File: config.mk
export PLATFORM = sky130hd
export DESIGN_NAME = serial_alu_top
export DESIGN_NICKNAME = d
export VERILOG_FILES = /design/src/hdl/nibble_alu_pkg.sv /design/src/hdl/nibble_alu.sv /design/src/hdl/nibble_counter.sv /design/src/hdl/nibble_sequencer.sv /design/src/hdl/serial_alu_top.sv
export SDC_FILE = /design/constraint.sdc
export NUM_CORES = 1
export LEC_CHECK = 0
export BUFFER_PORTS_ARGS = -buffer_cell sky130_fd_sc_hd__buf_2
export CAP_MARGIN = 10
export CORE_MARGIN = 2
export CORE_UTILIZATION = 50
export CTS_CLUSTER_SIZE = 28
export DETAILED_ROUTE_END_ITERATION = 12
export HOLD_SLACK_MARGIN = 0.02
export PLACE_DENSITY = 0.74
export SYNTH_ARGS = -nofsm -noshare
export SYNTH_HDL_FRONTEND = slang
export SYNTH_SLANG_ARGS = --single-unit
File: constraint.sdc
create_clock -name clk -period 5.6 [get_ports clk]
set_input_delay 1.4 -clock clk [delete_from_list [all_inputs] [get_ports clk]]
set_output_delay 1.4 -clock clk [all_outputs]
set_load 0.05 [all_outputs]
File: src/hdl/nibble_alu_pkg.sv
// operation codes are 3 bits and shared with the stimulus file; do not reorder the enum
package nibble_alu_pkg;

    // codes 0..7, same order as the stimulus file uses
    typedef enum logic [2:0] {
        OP_ADD  = 3'd0,
        OP_SUB  = 3'd1,
        OP_AND  = 3'd2,
        OP_OR   = 3'd3,
        OP_XOR  = 3'd4,
        OP_SHR1 = 3'd5,
        OP_SHL1 = 3'd6,
        OP_INC  = 3'd7
    } alu_op_e;

    // one data nibble
    typedef logic [3:0] nibble_t;

    // input of the nibble ALU, 12 bits
    typedef struct packed {
        alu_op_e op;
        nibble_t d1;
        // unused by INC and the shifts
        nibble_t d2;
        // carry from the previous nibble, or shift bit for SHR1/SHL1
        logic    carry_in;
    } nibble_args_t;

    // output of the nibble ALU, 5 bits
    typedef struct packed {
        nibble_t res;
        // carry, no-borrow flag for SUB, or bit shifted out
        logic    carry_out;
    } nibble_ret_t;

endpackage

File: src/hdl/nibble_alu.sv
// combinational 4-bit ALU for one nibble; INC ignores d2 and the logic ops always return carry 0
`timescale 1ns/1ps

module nibble_alu
    import nibble_alu_pkg::*;
(
    input  nibble_args_t args,
    output nibble_ret_t  ret
);

    // bit 4 of each sum is the carry out of the nibble
    logic [4:0] sum_add;
    logic [4:0] sum_sub;
    logic [4:0] sum_inc;

    assign sum_add = {1'b0, args.d1} + {1'b0, args.d2} + {4'b0000, args.carry_in};

    // subtract as d1 + ~d2 + carry, carry high means no borrow
    assign sum_sub = {1'b0, args.d1} + {1'b0, ~args.d2} + {4'b0000, args.carry_in};

    assign sum_inc = {1'b0, args.d1} + {4'b0000, args.carry_in};

    always_comb begin
        ret.res       = args.d1;
        ret.carry_out = 1'b0;
        case (args.op)
            OP_ADD: begin
                ret.res       = sum_add[3:0];
                ret.carry_out = sum_add[4];
            end
            OP_SUB: begin
                ret.res       = sum_sub[3:0];
                ret.carry_out = sum_sub[4];
            end
            OP_AND: begin
                ret.res = args.d1 & args.d2;
            end
            OP_OR: begin
                ret.res = args.d1 | args.d2;
            end
            OP_XOR: begin
                ret.res = args.d1 ^ args.d2;
            end
            OP_SHR1: begin
                // bit from the nibble above enters at the top
                ret.res       = {args.carry_in, args.d1[3:1]};
                ret.carry_out = args.d1[0];
            end
            OP_SHL1: begin
                // bit from the nibble below enters at the bottom
                ret.res       = {args.d1[2:0], args.carry_in};
                ret.carry_out = args.d1[3];
            end
            OP_INC: begin
                ret.res       = sum_inc[3:0];
                ret.carry_out = sum_inc[4];
            end
            default: begin
                ret.res       = args.d1;
                ret.carry_out = 1'b0;
            end
        endcase
    end

endmodule

File: src/hdl/nibble_counter.sv
// nibble index counter; direction is sampled only on start and advance past the last nibble is illegal
`timescale 1ns/1ps

module nibble_counter #(
    parameter int NIBBLES = 8,
    localparam int CNT_W = (NIBBLES > 1) ? $clog2(NIBBLES) : 1
) (
    input  logic             clk,
    input  logic             rst_n,
    input  logic             start,
    input  logic             advance,
    input  logic             reverse,
    output logic [CNT_W-1:0] idx,
    output logic             last
);

    localparam logic [CNT_W-1:0] IDX_MAX = CNT_W'(NIBBLES - 1);

    // direction held for the whole word
    logic rev_q;

    always_ff @(posedge clk or negedge rst_n) begin
        if (!rst_n) begin
            idx   <= '0;
            rev_q <= 1'b0;
        end else if (start) begin
            // reverse walks from the top nibble down
            idx   <= reverse ? IDX_MAX : '0;
            rev_q <= reverse;
        end else if (advance) begin
            if (rev_q) begin
                idx <= idx - 1'b1;
            end else begin
                idx <= idx + 1'b1;
            end
        end
    end

    assign last = rev_q ? (idx == '0) : (idx == IDX_MAX);

    // index must stay inside the word, also for non power-of-two NIBBLES
    a_idx_range: assert property (
        @(posedge clk) disable iff (!rst_n)
        idx <= IDX_MAX
    ) else $error("nibble index %0d out of range", idx);

    // the sequencer must stop stepping once the final nibble is reached
    a_no_advance_past_last: assert property (
        @(posedge clk) disable iff (!rst_n)
        !(advance && last && !start)
    ) else $error("advance requested past the last nibble");

endmodule

File: src/hdl/nibble_sequencer.sv
// one command in flight at a time; results are held until out_ready and in_ready stays low meanwhile
`timescale 1ns/1ps

module nibble_sequencer
    import nibble_alu_pkg::*;
#(
    parameter int NIBBLES = 8,
    localparam int CNT_W = (NIBBLES > 1) ? $clog2(NIBBLES) : 1
) (
    input  logic                   clk,
    input  logic                   rst_n,

    input  logic                   in_valid,
    output logic                   in_ready,
    input  alu_op_e                in_op,
    input  logic [4*NIBBLES-1:0]   in_a,
    input  logic [4*NIBBLES-1:0]   in_b,

    output logic                   out_valid,
    input  logic                   out_ready,
    output logic [4*NIBBLES-1:0]   out_result,
    output logic                   out_carry,

    output nibble_args_t           alu_args,
    input  nibble_ret_t            alu_ret,

    output logic                   cnt_start,
    output logic                   cnt_advance,
    output logic                   cnt_reverse,
    input  logic [CNT_W-1:0]       cnt_idx,
    input  logic                   cnt_last
);

    typedef enum logic [1:0] {
        IDLE,
        RUN,
        DONE
    } seq_state_e;

    seq_state_e state;
    seq_state_e state_nxt;

    alu_op_e op_q;
    logic    carry_q;

    // word registers split into nibbles for indexed access
    nibble_t [NIBBLES-1:0] a_q;
    nibble_t [NIBBLES-1:0] b_q;
    nibble_t [NIBBLES-1:0] res_q;

    logic accept;
    logic finish;

    assign in_ready  = (state == IDLE);
    assign out_valid = (state == DONE);
    assign accept    = in_valid && in_ready;

    // INC stops at the first nibble that does not overflow
    assign finish = cnt_last || ((op_q == OP_INC) && !alu_ret.carry_out);

    assign cnt_start   = accept;
    assign cnt_advance = (state == RUN) && !finish;
    // the counter samples direction on start before op_q holds the new command
    assign cnt_reverse = in_ready ? (in_op == OP_SHR1) : (op_q == OP_SHR1);

    assign alu_args = '{
        op:       op_q,
        d1:       a_q[cnt_idx],
        d2:       b_q[cnt_idx],
        carry_in: carry_q
    };

    assign out_result = res_q;
    // last carry_out produced stays in carry_q
    assign out_carry  = carry_q;

    always_comb begin
        state_nxt = state;
        case (state)
            IDLE: if (in_valid) state_nxt = RUN;
            RUN:  if (finish) state_nxt = DONE;
            DONE: if (out_ready) state_nxt = IDLE;
            default: state_nxt = IDLE;
        endcase
    end

    always_ff @(posedge clk or negedge rst_n) begin
        if (!rst_n) begin
            state   <= IDLE;
            op_q    <= OP_ADD;
            carry_q <= 1'b0;
        end else begin
            state <= state_nxt;
            if (accept) begin
                op_q <= in_op;
                // SUB and INC need a +1 on the first nibble
                carry_q <= (in_op == OP_SUB) || (in_op == OP_INC);
            end else if (state == RUN) begin
                carry_q <= alu_ret.carry_out;
            end
        end
    end

    // operand and result storage
    always_ff @(posedge clk) begin
        if (accept) begin
            a_q   <= in_a;
            b_q   <= in_b;
            // INC leaves unvisited nibbles equal to a
            res_q <= in_a;
        end else if (state == RUN) begin
            res_q[cnt_idx] <= alu_ret.res;
        end
    end

    // result must not move under back-pressure
    a_out_stable: assert property (
        @(posedge clk) disable iff (!rst_n)
        out_valid && !out_ready |=> $stable(out_result) && $stable(out_carry)
    ) else $error("result changed while waiting for out_ready");

    // first nibble is the top one for SHR1 and the bottom one for the rest
    a_start_nibble: assert property (
        @(posedge clk) disable iff (!rst_n)
        accept |=> cnt_idx == ((op_q == OP_SHR1) ? CNT_W'(NIBBLES - 1) : CNT_W'(0))
    ) else $error("counter did not start at the first nibble for the operation");

endmodule

File: src/hdl/serial_alu_top.sv
// nibble-serial 32-bit ALU by default; word width is 4*NIBBLES and only one command runs at a time
`timescale 1ns/1ps

module serial_alu_top
    import nibble_alu_pkg::*;
#(
    parameter int NIBBLES = 8
) (
    input  logic                 clk,
    input  logic                 rst_n,

    input  logic                 in_valid,
    output logic                 in_ready,
    input  alu_op_e              in_op,
    input  logic [4*NIBBLES-1:0] in_a,
    input  logic [4*NIBBLES-1:0] in_b,

    output logic                 out_valid,
    input  logic                 out_ready,
    output logic [4*NIBBLES-1:0] out_result,
    output logic                 out_carry
);

    localparam int CNT_W = (NIBBLES > 1) ? $clog2(NIBBLES) : 1;

    nibble_args_t     alu_args;
    nibble_ret_t      alu_ret;
    logic             cnt_start;
    logic             cnt_advance;
    logic             cnt_reverse;
    logic [CNT_W-1:0] cnt_idx;
    logic             cnt_last;

    nibble_sequencer #(
        .NIBBLES (NIBBLES)
    ) u_nibble_sequencer (
        .clk         (clk),
        .rst_n       (rst_n),
        .in_valid    (in_valid),
        .in_ready    (in_ready),
        .in_op       (in_op),
        .in_a        (in_a),
        .in_b        (in_b),
        .out_valid   (out_valid),
        .out_ready   (out_ready),
        .out_result  (out_result),
        .out_carry   (out_carry),
        .alu_args    (alu_args),
        .alu_ret     (alu_ret),
        .cnt_start   (cnt_start),
        .cnt_advance (cnt_advance),
        .cnt_reverse (cnt_reverse),
        .cnt_idx     (cnt_idx),
        .cnt_last    (cnt_last)
    );

    nibble_counter #(
        .NIBBLES (NIBBLES)
    ) u_nibble_counter (
        .clk     (clk),
        .rst_n   (rst_n),
        .start   (cnt_start),
        .advance (cnt_advance),
        .reverse (cnt_reverse),
        .idx     (cnt_idx),
        .last    (cnt_last)
    );

    // a single ALU instance serves every nibble of the word
    nibble_alu u_nibble_alu (
        .args (alu_args),
        .ret  (alu_ret)
    );

endmodule

=== Yosys cells after proc, flatten, opt, wreduce, memory -nomap -nowiden ===
Index checks and enable logic that the tools add are counted.

* Register bits after elaboration: 106
* Word-level logic and storage cells: 95
* Output and inout port bits: 35
* Input bits: 71

* Eq/ne operators: 16
* Mux-type cells: 23
* Reduce and logical (&&, ||, !) cells: 14
* Add/sub/neg operators: 7
* Bitwise logic cells: 4
* Order comparisons: 2

{| class="wikitable"
|+ Operators with widths
! operator !! count
|-
| $mux W32 || 2
|-
| $bwmux W32 || 1
|-
| $pmux W4 S8 || 1
|-
| $bmux W4 S3 || 2
|-
| $eq A3 B3 Y1 const B || 7
|-
| $demux W4 S3 || 1
|-
| $mux W3 || 4
|-
| $mux W4 || 3
|-
| $add A4 B4 Y5 || 2
|-
| $add A5 B1 Y5 || 2
|-
| $eq A3 B1 Y1 const B || 2
|-
| $eq A3 B2 Y1 const B || 2
|-
| $logic_not A3 Y1 || 2
|-
| $mux W2 || 3
|-
| $pmux W2 S3 || 1
|-
| $add A4 B1 Y5 || 1
|-
| $pmux W1 S5 || 1
|-
| $and A4 B4 Y4 || 1
|-
| $logic_and A1 B1 Y1 || 4
|-
| $lt A3 B4 Y1 const B || 1
|-
| $mux W1 || 4
|-
| $ne A2 B1 Y1 const B || 2
|-
| $not A4 Y4 || 1
|-
| $or A4 B4 Y4 || 1
|-
| 12 further kinds || 15
|}

=== Depth between registers and ports, before layout ===
Gate-level depths: netlist (run 1).

* Depth after elaboration: 13
* Depth in mapped cells: 17
* Gate-level depth less buffers: 14

=== Modules after synthesis ===
From an unflattened synthesis (run 1), not the netlist that was laid out.

* Cells, all modules: 408
* Area total of the unflattened synthesis: 5297.6 um^2

{| class="wikitable"
|+ By module, submodules not included
! module !! instances !! cells an instance !! area an instance (um^2) !! seq. area each (um^2)
|-
| nibble_sequencer || 1 || 285 || 4334.2 || 3032.9
|-
| nibble_alu || 1 || 99 || 730.7 || 0.0
|-
| nibble_counter || 1 || 24 || 232.7 || 100.1
|}

=== Least setup slack after synthesis (run 1) ===
No wires, ideal clock.

* Path type: input port to flip-flop
* Start point: input port in_valid
* End point: register u_nibble_sequencer.a_q[0] in the netlist's numbering (enable)
* Data arrival time: 3872 ps
* Required time: 5147 ps
* Slack: 1275 ps
* Library setup time: 453 ps
* Buffers on the path: 2
* Cell stages on the path: 4
* Cells stage by stage: nand2_1 inv_1 clkbuf_1 clkbuf_1

* Longest elaborated chain between the ends: 1

{| class="wikitable"
|+ RTL lines
! element !! RTL line !! RTL
|-
| start, declared || serial_alu_top.sv:12 || <nowiki>input logic in_valid,</nowiki>
|-
| $logic_and A1 B1 Y1 || nibble_sequencer.sv:56 || <nowiki>assign accept = in_valid && in_ready;</nowiki>
|-
| net cnt_start || serial_alu_top.sv:28 || <nowiki>logic cnt_start;</nowiki>
|-
| end signal, assigned || nibble_sequencer.sv:107 || <nowiki>a_q <= in_a;</nowiki>
|-
| end, declared || nibble_sequencer.sv:47 || <nowiki>nibble_t [NIBBLES-1:0] a_q;</nowiki>
|}

The timed path passes the listed nets, and every way through them passes these cells.
A chain may end at the register's enable or synchronous reset.

=== Worst setup path after layout (run 1) ===
* Start point: register u_nibble_counter.idx[0]
* End point: register u_nibble_sequencer.res_q (netlist bit u_nibble_sequencer.out_result[26]) (data pin)

* Longest elaborated chain between the ends: 9
* Elaborated cells on any way between the ends: 22
* Those cells by class: add/sub (5); order compare (2); mux (10); bitwise (4); reduce/logical (1)

{| class="wikitable"
|+ RTL lines
! element !! RTL line !! RTL
|-
| start, declared || nibble_counter.sv:13 || <nowiki>output logic [CNT_W-1:0] idx,</nowiki>
|-
| start signal, assigned || nibble_counter.sv:28 || <nowiki>idx <= reverse ? IDX_MAX : '0;</nowiki>
|-
| start signal, assigned || nibble_counter.sv:32 || <nowiki>idx <= idx - 1'b1;</nowiki>
|-
| start signal, assigned || nibble_counter.sv:34 || <nowiki>idx <= idx + 1'b1;</nowiki>
|-
| $bmux W4 S3 || nibble_sequencer.sv:69 || <nowiki>d2: b_q[cnt_idx],</nowiki>
|-
| $mux W4 (implied by the code) || nibble_sequencer.sv:69 ||
|-
| $not A4 Y4 || nibble_alu.sv:19 || <nowiki>assign sum_sub = {1'b0, args.d1} + {1'b0, ~args.d2} + {4'b0000, args.carry_in};</nowiki>
|-
| $add A4 B4 Y5 || nibble_alu.sv:19 ||
|-
| $add A5 B1 Y5 || nibble_alu.sv:19 ||
|-
| $pmux W4 S8 || nibble_alu.sv:26 || <nowiki>case (args.op)</nowiki>
|-
| $bwmux W32 (*) || nibble_sequencer.sv:112 || <nowiki>res_q[cnt_idx] <= alu_ret.res;</nowiki>
|-
| $mux W32 (*) || nibble_sequencer.sv:111 || <nowiki>end else if (state == RUN) begin</nowiki>
|-
| $mux W32 (*) || nibble_sequencer.sv:106 || <nowiki>if (accept) begin</nowiki>
|-
| end signal, assigned || nibble_sequencer.sv:110 || <nowiki>res_q <= in_a;</nowiki>
|-
| end signal, assigned by index || nibble_sequencer.sv:112 ||
|-
| end, declared || nibble_sequencer.sv:49 || <nowiki>nibble_t [NIBBLES-1:0] res_q;</nowiki>
|}

Mark *: on every way between the ends. The rest lies on a longest branch, timed or not. The select of a mux whose other input is x is not followed.

==> results of run 1 <==
[flip-flops by register name (all words and copies together) (netlist names)]
| signal | cells |
|---|---|
| u_nibble_counter.idx | 3 |
| u_nibble_sequencer.state | 2 |
| u_nibble_sequencer.out_carry | 1 |
| u_nibble_sequencer.a_q | 32 |
| u_nibble_sequencer.b_q | 32 |
| u_nibble_counter.rev_q | 1 |
| u_nibble_sequencer.op_q | 3 |
| u_nibble_sequencer.out_result | 32 |
[area by class of cell]
type	instances	area (µm²)	share of cell area, %
Multi-Input combinational cell	282	1963	31.98
Inverter	19	73.82	1.203
Clock inverter	7	103.9	1.692
Timing Repair Buffer	111	570.5	9.295
Tap cell	136	170.2	2.772
Sequential cell	106	3133	51.04
Clock buffer	9	123.9	2.018
[power groups by stage]
stage               registers (mW)  clock network, mW  logic, mW
CTS                           1.33              0.539       2.32
global placement              1.34                  0       2.26
detailed placement            1.35                  0       2.31
floorplan                     1.58                  0       1.51
finish                        1.33              0.530       2.33
global route                  1.36              0.571       2.51
[worst max-delay path: stages (launching register included)]
cell and delay, ns:
dfrtp_1 0.58, buf_4 0.32, nor3b_1 0.19, and2_1 0.21, a2111oi_0 0.56, buf_4 0.23
inv_1 0.06, fa_1 0.44, fa_1 0.44, xnor2_1 0.16, o22ai_1 0.09, mux2i_1 0.15
o221ai_1 0.15, o21ai_2 0.45, o21ai_0 0.16
[through the flow]
| stage | utilization, % | total power [mW] | cells | cell area [µm²] |
|---|---|---|---|---|
| after global placement | 57.25 | 3.601 | 654 | 5911 |
| after CTS | 59.46 | 4.191 | 670 | 6138 |
| final | 59.46 | 4.192 | 670 | 6138 |
| after global routing | 59.46 | 4.444 | 670 | 6138 |
| after floorplan | - | 3.086 | 433 | 5308 |
| after detailed placement | 57.25 | 3.656 | 654 | 5911 |
[cell usage after synthesis (all sizes together) (5+ instances only)]
| master | n |
|---|---|
| clkbuf | 9 |
| fa | 5 |
| nor3 | 6 |
| a221oi | 5 |
| mux2 | 8 |
| nor2b | 8 |
| nor2 | 30 |
| a22oi | 5 |
| o21ai | 41 |
| nand3 | 11 |
| a21oi | 24 |
| and2 | 6 |
| a22o | 5 |
| ha | 13 |
| edfxtp | 96 |
| inv | 19 |
| a211oi | 6 |
| dfrtp | 10 |
| mux2i | 14 |
| buf | 17 |
| nand2b | 8 |
| nand2 | 42 |
[per-layer routing]
metal	wire, µm	global-route usage [%]	up-vias
li1	-	-	1805
met1	5311	31.08	1863
met2	5643	33.18	183
met3	949	5.289	24
met4	312	10.11	0
met5	0	0	-
[cells in the final DEF, fill, tap and decap left out, types with 5 or more instances in the layout]
cell      synthesis  layout
buf_2             9     105
edfxtp_1         96      96
nand2_1          42      42
o21ai_0          39      39
nor2_1           30      30
a21oi_1          23      23
inv_1            19      18
mux2i_1          13      13
ha_1             13      13
nand3_1          11      11
dfrtp_1          10      10
clkbuf_8          0       9
nand2b_1          8       8
nor2b_1           7       7
mux2_2            7       7
nor3_1            6       6
buf_4             2       6
a22oi_1           5       5
and2_1            5       5
a22o_1            5       5
fa_1              5       5
[how the worst min path moves through the flow]
stage,startpoint,end
detailed placement,u_nibble_sequencer.state[0],u_nibble_sequencer.state[1]
global placement,u_nibble_sequencer.state[0],u_nibble_sequencer.state[1]
CTS,u_nibble_sequencer.state[0],u_nibble_sequencer.state[1]
finish,u_nibble_sequencer.state[0],u_nibble_sequencer.state[1]
global route,u_nibble_sequencer.out_carry,u_nibble_sequencer.out_carry
floorplan,u_nibble_counter.rev_q,u_nibble_counter.rev_q
[logic make-up (layout without fill, tap and decap cells)]
kind of cell | Yosys count | in the layout
adder cells (fa/ha/maj) | 18 | 18
XOR/XNOR | 5 | 5
AO/OA/AOI/OAI | 110 | 110
flip-flops | 106 | 106
buffers and inverters | 45 | 146
multiplexers | 26 | 26
AND/OR/NAND/NOR | 123 | 123
==> impl_metrics.env, run 1 <==
export IMPL_ys_top_cells_by_area="edfxtp_1 (54%), dfrtp_1 (4.7%), o21ai_0 (3.7%), ha_1 (3.1%), nand2_1 (3.0%)"
export IMPL_yosysTopAreaCellShare_pct=54.31
export IMPL_synth_edf_count=96
export IMPL_nets=618
export IMPL_r2r_end="u_nibble_sequencer.out_result[26]"
export IMPL_dieArea_mm2=0.01146
export IMPL_synth_warning_count=0
export IMPL_internal_power_mw=2.203
export IMPL_synth_top_family_by_area="compound AO/OA/AOI/OAI gates"
export IMPL_start_kind="register"
export IMPL_synthMuxAreaShare_pct=6.106
export IMPL_fin_tns_setup_ns=0
export IMPL_cts_buffers=9
export IMPL_cts_resized=0
export IMPL_num_fill_cells=819
export IMPL_drive_above_1_share_pct=28.28
export IMPL_worst_r2r_path_depth=14
export IMPL_grt_max_degree=88
export IMPL_cts_sinks=106
export IMPL_cts_tree="built"
export IMPL_hpwl_mm=8.940
export IMPL_antenna_cells=0
export IMPL_place_congestion=0.9372
export IMPL_synth_simple_area_share_pct=10.99
export IMPL_synth_xor_area_share_pct=0.8251
export IMPL_grt_antenna_before_repair=0
export IMPL_synth_ff_type="edfxtp_1"
export IMPL_setup_viol_count_final=0
export IMPL_synth_area_mm2=0.005308
export IMPL_synth_seq_area_share_pct=59.03
export IMPL_synthCells=433
export IMPL_comb_power_share_pct=55.5
export IMPL_leakage_nw=2.378
export IMPL_outcome="finished clean"
export IMPL_synthAdderAreaFrac_pct=4.950
export IMPL_firstDrtPassIters=5
export IMPL_cts_hold_buf=0
export IMPL_area_growth_pct=15.65
export IMPL_min_path_cells=3
export IMPL_cts_max_path_buffers=2
export IMPL_power_density_mw_per_mm2=682.9
export IMPL_seqPwrFrac_pct=31.8
export IMPL_hold_viol=0
export IMPL_ctsRootBufferMaster="clkbuf_8"
export IMPL_r2r_start="u_nibble_counter.idx[0]"
export IMPL_first_global_vias=3705
export IMPL_syn_avg_cell_area_um2=12.26
export IMPL_clock_latency_ns=0.39
export IMPL_dpl_worst_slack_ns=1.190
export IMPL_arrival_ns=4.58
export IMPL_wl_mm=12.22
export IMPL_fin_worst_skew_ns=0.01626
export IMPL_synth_compound_area_share_pct=14.12
export IMPL_crit_type="reg -> reg"
export IMPL_rows=37
export IMPL_viasPerCell=5.784
export IMPL_critical_path_startpoint="u_nibble_counter.idx[0]"
export IMPL_drtAntennaViolNets=0
export IMPL_die_h_um=107.0
export IMPL_synth_cell_type_count=62
export IMPL_critical_path_required_ns=5.71
export IMPL_wl_per_cell_um=18.23
export IMPL_max_cap_violations=0
export IMPL_port_buffer_count=105
export IMPL_power_switching_mw=1.989
export IMPL_hp_class="reg -> reg"
export IMPL_drt_iter0_markers=283
export IMPL_fin_crit_sh_pct=79.81
export IMPL_max_freq_mhz=223.8
export IMPL_cts_setup_buffers=0
export IMPL_cp_max_fo=21
export IMPL_die_width_um=107.0
export IMPL_grt_overflow_total=0
export IMPL_cp_endpoint="u_nibble_sequencer.out_result[26]"
export IMPL_hold_ws_ns=0.6563
export IMPL_p_sw_share_pct=47.45
export IMPL_synthesis_nets=522
export IMPL_grt_use_total_pct=22.28
export IMPL_ir_drop_mv=0.3112
export IMPL_rsz0062_at_grt="false"
export IMPL_slew_headroom_pct=40.02
export IMPL_ios=106
export IMPL_end_kind="register"
export IMPL_synthArstFlopShare_pct=9.434
export IMPL_htree_levels=3
export IMPL_start_util_pct=51.41
export IMPL_setup_slack_ns=1.131
export IMPL_path_clk_slew_ns=0.11
export IMPL_finalCriticalPeriod_ns=4.469
export IMPL_worstMarginPinSlew_ns=0.8997
export IMPL_num_vias=3875
export IMPL_clkPwrFrac_pct=12.7
export IMPL_reg2reg_slack_ns=1.13
export IMPL_fp_coreArea_mm2=0.01032
export IMPL_grt_pass1_wl_mm=19.09
export IMPL_drc_errors=0
export IMPL_yosysTopAreaCell="edfxtp_1"
export IMPL_drv_slew=0
export IMPL_synth_seq_cells=106
(Power assumes the default switching activity.)
==> inputs of run 2 (changes only) <==
- clock period: 5.6 -> 4.7 ns (I/O delays scaled with it)
==> impl_metrics.env, run 2 (synthesis gave the netlist of run 1 again) <==
export IMPL_place_inst=654
export IMPL_end_kind="register"
export IMPL_drc_errors=0
export IMPL_internal_power_mw=2.576
export IMPL_die_width_um=107.0
export IMPL_fp_coreArea_mm2=0.01032
export IMPL_rsz0062_at_grt="false"
export IMPL_hp_class="reg -> reg"
export IMPL_start_kind="register"
export IMPL_crit_chain="buf_12 > nor3b_1 > and2_1 > a2111oi_0 > buf_4 > inv_1 > fa_1 > fa_1 > a221oi_1 > a311oi_2 > a221oi_4 > a32o_1"
export IMPL_cts_setup_buffers=0
export IMPL_power_density_mw_per_mm2=804.1
export IMPL_cp_max_fo=21
export IMPL_crit_buf_inv=3
export IMPL_grt_max_degree=84
export IMPL_max_freq_mhz=234.4
export IMPL_crit_type="reg -> reg"
export IMPL_cts_resized=0
export IMPL_cts_sinks=106
export IMPL_firstDrtPassIters=5
export IMPL_wl_mm=12.23
export IMPL_crit_cells=12
export IMPL_ir_drop_mv=0.3951
export IMPL_final_cells=670
export IMPL_viasPerCell=5.691
export IMPL_ctsRootBufferMaster="clkbuf_8"
export IMPL_ios=106
export IMPL_seqPwrFrac_pct=32.2
export IMPL_arrival_ns=4.51
export IMPL_layout_commonest_cell="buf_2"
export IMPL_fin_crit_sh_pct=90.76
export IMPL_num_vias=3813
export IMPL_hpwl_mm=8.915
export IMPL_place_congestion=0.8939
export IMPL_outcome="finished clean"
export IMPL_htree_levels=3
export IMPL_drt_iter0_markers=454
export IMPL_critical_path_required_ns=4.95
export IMPL_dieArea_mm2=0.01146
export IMPL_clkPwrFrac_pct=11.6
export IMPL_p_sw_share_pct=47.70
export IMPL_leakage_nw=2.360
export IMPL_cts_buffers=9
export IMPL_worstMarginPinSlew_ns=0.8935
export IMPL_hold_viol=0
export IMPL_worst_r2r_path_depth=12
export IMPL_first_global_vias=3512
export IMPL_fin_worst_skew_ns=0.01445
export IMPL_max_cap_violations=0
export IMPL_cp_top_family="compound AO/OA/AOI/OAI gates"
export IMPL_min_path_cells=3
export IMPL_slowest_delay_ns=0.60
export IMPL_cts_max_path_buffers=2
export IMPL_grt_antenna_before_repair=0
export IMPL_port_buffer_count=105
export IMPL_grt_use_total_pct=21.74
export IMPL_path_clk_slew_ns=0.11
export IMPL_mostFrequentLayoutCells="buf_2 (105), edfxtp_1 (96), nand2_1 (42)"
export IMPL_nets=618
export IMPL_num_fill_cells=844
export IMPL_fin_tns_setup_ns=0
export IMPL_slew_headroom_pct=40.44
export IMPL_grt_overflow_total=0
export IMPL_cp_slowest_cell="dfrtp_1"
export IMPL_setup_viol_count_final=0
export IMPL_area_growth_pct=15.39
export IMPL_wl_per_cell_um=18.25
export IMPL_die_h_um=107.0
export IMPL_drive_above_1_share_pct=28.28
export IMPL_worst_path_most_repeated_cell="fa_1"
export IMPL_start_util_pct=51.41
export IMPL_clock_latency_ns=0.38
export IMPL_cts_tree="built"
export IMPL_grt_pass1_wl_mm=18.78
export IMPL_drtAntennaViolNets=0
export IMPL_antenna_cells=0
export IMPL_comb_power_share_pct=56.2
export IMPL_drv_slew=0
export IMPL_rows=37
export IMPL_finalCriticalPeriod_ns=4.266
export IMPL_cts_hold_buf=0
export IMPL_power_switching_mw=2.349
run 2: cell types whose count changed in the layout (fill, tap and decap cells not counted), sizes merged:
cell      delta
inv          -2
bufinv       -1
clkinvlp     +3
run 2: path summary, 6_finish.rpt:
| path | end | start | slack, ns |
|---|---|---|---|
| worst max register to register | u_nibble_sequencer.out_result[21] | u_nibble_counter.idx[0] | 0.43 |
| min in group asynchronous | u_nibble_sequencer.out_carry | rst_n | 0.65 |
| worst max-delay path | u_nibble_sequencer.out_result[21] | u_nibble_counter.idx[0] | 0.43 |
| max in group asynchronous | u_nibble_sequencer.state[0] | rst_n | 3.83 |
| worst min-delay path | u_nibble_sequencer.state[1] | u_nibble_sequencer.state[0] | 0.61 |
| worst min register to register | u_nibble_sequencer.state[1] | u_nibble_sequencer.state[0] | 0.61 |
run 2: power by group through the flow:
stage	combinational [mW]	sequential (mW)	clock [mW]
after floorplan	1.80	1.88	0
after global placement	2.70	1.60	0
after detailed placement	2.74	1.60	0
after CTS	2.75	1.58	0.585
after global routing	3.00	1.61	0.615
final	2.77	1.59	0.571
run 2: final cells by class:
type                            instances  area (µm²)  area share (%)
Clock buffer                            9       123.9           2.022
Multi-Input combinational cell        282        1963           32.05
Sequential cell                       106        3133           51.15
Inverter                               19       73.82           1.205
Tap cell                              136       170.2           2.778
Timing Repair Buffer                  111       583.1           9.520
Clock inverter                          7       77.57           1.267
run 2: per-stage QoR:
step                cell area, µm²  hold WS (ns)  setup slack (ns)  utilization (%)  power (mW)
finish                        6125        0.6126            0.4344            59.33       4.925
global route                  6125        0.6396            0.1648            59.33       5.229
CTS                           6125        0.6139            0.4426            59.33       4.922
detailed placement            5923        0.5992            0.4881            57.37       4.350
global placement              5923        0.5761            0.5943            57.37       4.295
floorplan                     5308        0.6035            0.5737                -       3.677
run 2: layer usage:
metal  up-vias  wire (µm)  part of all wire, %  GRT usage, %
li1       1799          -                    -             -
met1      1826       5247                   43         30.62
met2       174       5845                   48         34.49
met3        14        966                  7.9         4.195
met5         -          0                    0             0
met4         0        168                  1.4         6.308
run 2: worst min-delay path, cell delays in order (launching register included):
cell      delay, ns
dfrtp_1        0.38
nor2b_1        0.06
nand2b_1       0.06
o21ai_0        0.08
==> inputs of run 3 (changes only) <==
- SYNTH_HIERARCHICAL: default -> 1
==> impl_metrics.env, run 3 <==
export IMPL_outcome="finished clean"
export IMPL_die_width_um=106.9
export IMPL_fin_tns_setup_ns=0
export IMPL_synth_warning_count=6
export IMPL_htree_levels=3
export IMPL_grt_pass1_wl_mm=18.84
export IMPL_netlist_top_cells_count="edfxtp_1 (96), nand2_1 (53), o31ai_1 (36)"
export IMPL_max_freq_mhz=238.4
export IMPL_drtAntennaViolNets=0
export IMPL_dieArea_mm2=0.01143
export IMPL_synth_seq_area_share_pct=59.14
export IMPL_place_inst=631
export IMPL_synthCells=408
export IMPL_end_kind="register"
export IMPL_nets=595
export IMPL_first_global_vias=3665
export IMPL_final_cells=647
export IMPL_grt_antenna_before_repair=0
export IMPL_arrival_ns=4.49
export IMPL_finalCriticalPeriod_ns=4.195
export IMPL_max_cap_violations=0
export IMPL_cts_setup_buffers=0
export IMPL_layout_commonest_cell="buf_2"
export IMPL_synth_area_mm2=0.005298
export IMPL_grt_overflow_total=0
export IMPL_start_kind="register"
export IMPL_cts_max_path_buffers=2
export IMPL_cp_max_fo=12
export IMPL_grt_use_total_pct=21.87
export IMPL_fin_worst_skew_ns=0.01411
export IMPL_cts_resized=0
export IMPL_fin_crit_sh_pct=89.25
export IMPL_port_buffer_count=105
export IMPL_path_clk_slew_ns=0.10
export IMPL_ios=106
export IMPL_hold_viol=0
export IMPL_drt_iter0_markers=372
export IMPL_synth_seq_cells=106
export IMPL_crit_type="reg -> reg"
export IMPL_drv_slew=0
export IMPL_hpwl_mm=8.712
export IMPL_yosysTopAreaCell="edfxtp_1"
export IMPL_mostFrequentLayoutCells="buf_2 (105), edfxtp_1 (96), nand2_1 (53)"
export IMPL_firstDrtPassIters=5
export IMPL_critical_path_required_ns=4.99
export IMPL_synth_edf_count=96
export IMPL_hp_class="in -> async"
export IMPL_synth_cell_type_count=60
export IMPL_start_util_pct=51.31
export IMPL_syn_avg_cell_area_um2=12.98
export IMPL_wl_mm=12.23
export IMPL_setup_viol_count_final=0
export IMPL_cts_tree="built"
export IMPL_slew_headroom_pct=44.99
export IMPL_yosysTopAreaCellShare_pct=54.42
export IMPL_rsz0062_at_grt="false"
export IMPL_synthesis_nets=497
export IMPL_die_h_um=106.9
export IMPL_cts_hold_buf=0
export IMPL_ys_top_cells_by_area="edfxtp_1 (54%), o31ai_1 (5.1%), dfrtp_1 (4.7%), nand2_1 (3.8%), ha_1 (3.1%)"
export IMPL_worstMarginPinSlew_ns=0.8251
export IMPL_viasPerCell=5.799
export IMPL_antenna_cells=0
export IMPL_rows=37
export IMPL_cts_sinks=106
export IMPL_grt_max_degree=144
export IMPL_synthArstFlopShare_pct=9.434
export IMPL_cts_buffers=9
export IMPL_fp_coreArea_mm2=0.01032
export IMPL_num_vias=3752
export IMPL_synth_most_common_cell="edfxtp_1"
export IMPL_num_fill_cells=817
export IMPL_clock_latency_ns=0.37
export IMPL_synth_ff_type="edfxtp_1"
export IMPL_drive_above_1_share_pct=29.16
export IMPL_place_congestion=0.8494
export IMPL_drc_errors=0
export IMPL_wl_per_cell_um=18.91
export IMPL_ctsRootBufferMaster="clkbuf_8"
export IMPL_area_growth_pct=15.75
==> run 3: final timing paths <==
check,slack [ns],startpoint,end,cells past startpoint
max reg2reg,0.51,u_nibble_counter/idx[0],u_nibble_counter/idx[0],15
min,0.65,rst_n,u_nibble_sequencer/state[1],1
min in group clk,0.71,u_nibble_counter/rev_q,u_nibble_counter/rev_q,2
min reg2reg,0.71,u_nibble_counter/rev_q,u_nibble_counter/rev_q,2
max in group asynchronous,3.85,rst_n,u_nibble_counter/idx[0],1
max,0.51,u_nibble_counter/idx[0],u_nibble_counter/idx[0],15
==> run 3: cells by family after synthesis <==
family | share of synthesized area [%]
compound gates | 11.93
xor+xnor | 1.157
fa+ha+maj | 4.960
buf+inv | 4.653
flops | 59.14
mux | 8.621
simple gates | 9.542
==> run 3: metrics by stage <==
stage | setup WS, ns | cell area (µm²) | hold slack [ns] | util, %
after global routing | 0.2762 | 6132 | 0.6556 | 59.40
final | 0.5053 | 6132 | 0.6472 | 59.40
after floorplan | 0.4774 | 5298 | 0.5212 | -
after detailed placement | 0.6814 | 5941 | 0.6859 | 57.54
after global placement | 0.8099 | 5941 | 0.6031 | 57.54
after CTS | 0.6121 | 6132 | 0.6419 | 59.40
==> run 3: final cells by class <==
cell class                 instances  area (µm²)  share of cell area, %
clock inverter                     7       67.56                  1.102
tap                              136       170.2                  2.775
inverter                          25       93.84                  1.530
timing repair buffer             116       620.6                  10.12
sequential                       106        3133                  51.09
multi-input combinational        248        1923                  31.36
clock buffer                       9       123.9                  2.020
==> run 3: critical path, stage by stage, from the launching register on <==
cell and delay (ns):
dfrtp_1 0.64, nor2b_1 0.47, a221oi_1 0.14, o21ai_0 0.63, buf_4 0.27, fa_1 0.21, nor2b_1 0.13, o21ai_0 0.09
a31oi_1 0.17, a21oi_1 0.09, a21oi_1 0.20, inv_1 0.06, a41o_1 0.26, nor2_1 0.32, xor2_1 0.27, o21a_1 0.17
==> run 3: layer usage <==
layer | share of wire [%] | track usage (%) | vias up
met5 | 0 | 0 | -
met4 | 2.3 | 8.534 | 0
met2 | 48 | 33.80 | 189
li1 | - | - | 1737
met1 | 41 | 30.09 | 1798
met3 | 8.6 | 5.289 | 28
Power of run 3 is left out: the tool's default activity adds up to more than one toggle a clock period on the data nets, which glitch-free logic cannot reach.
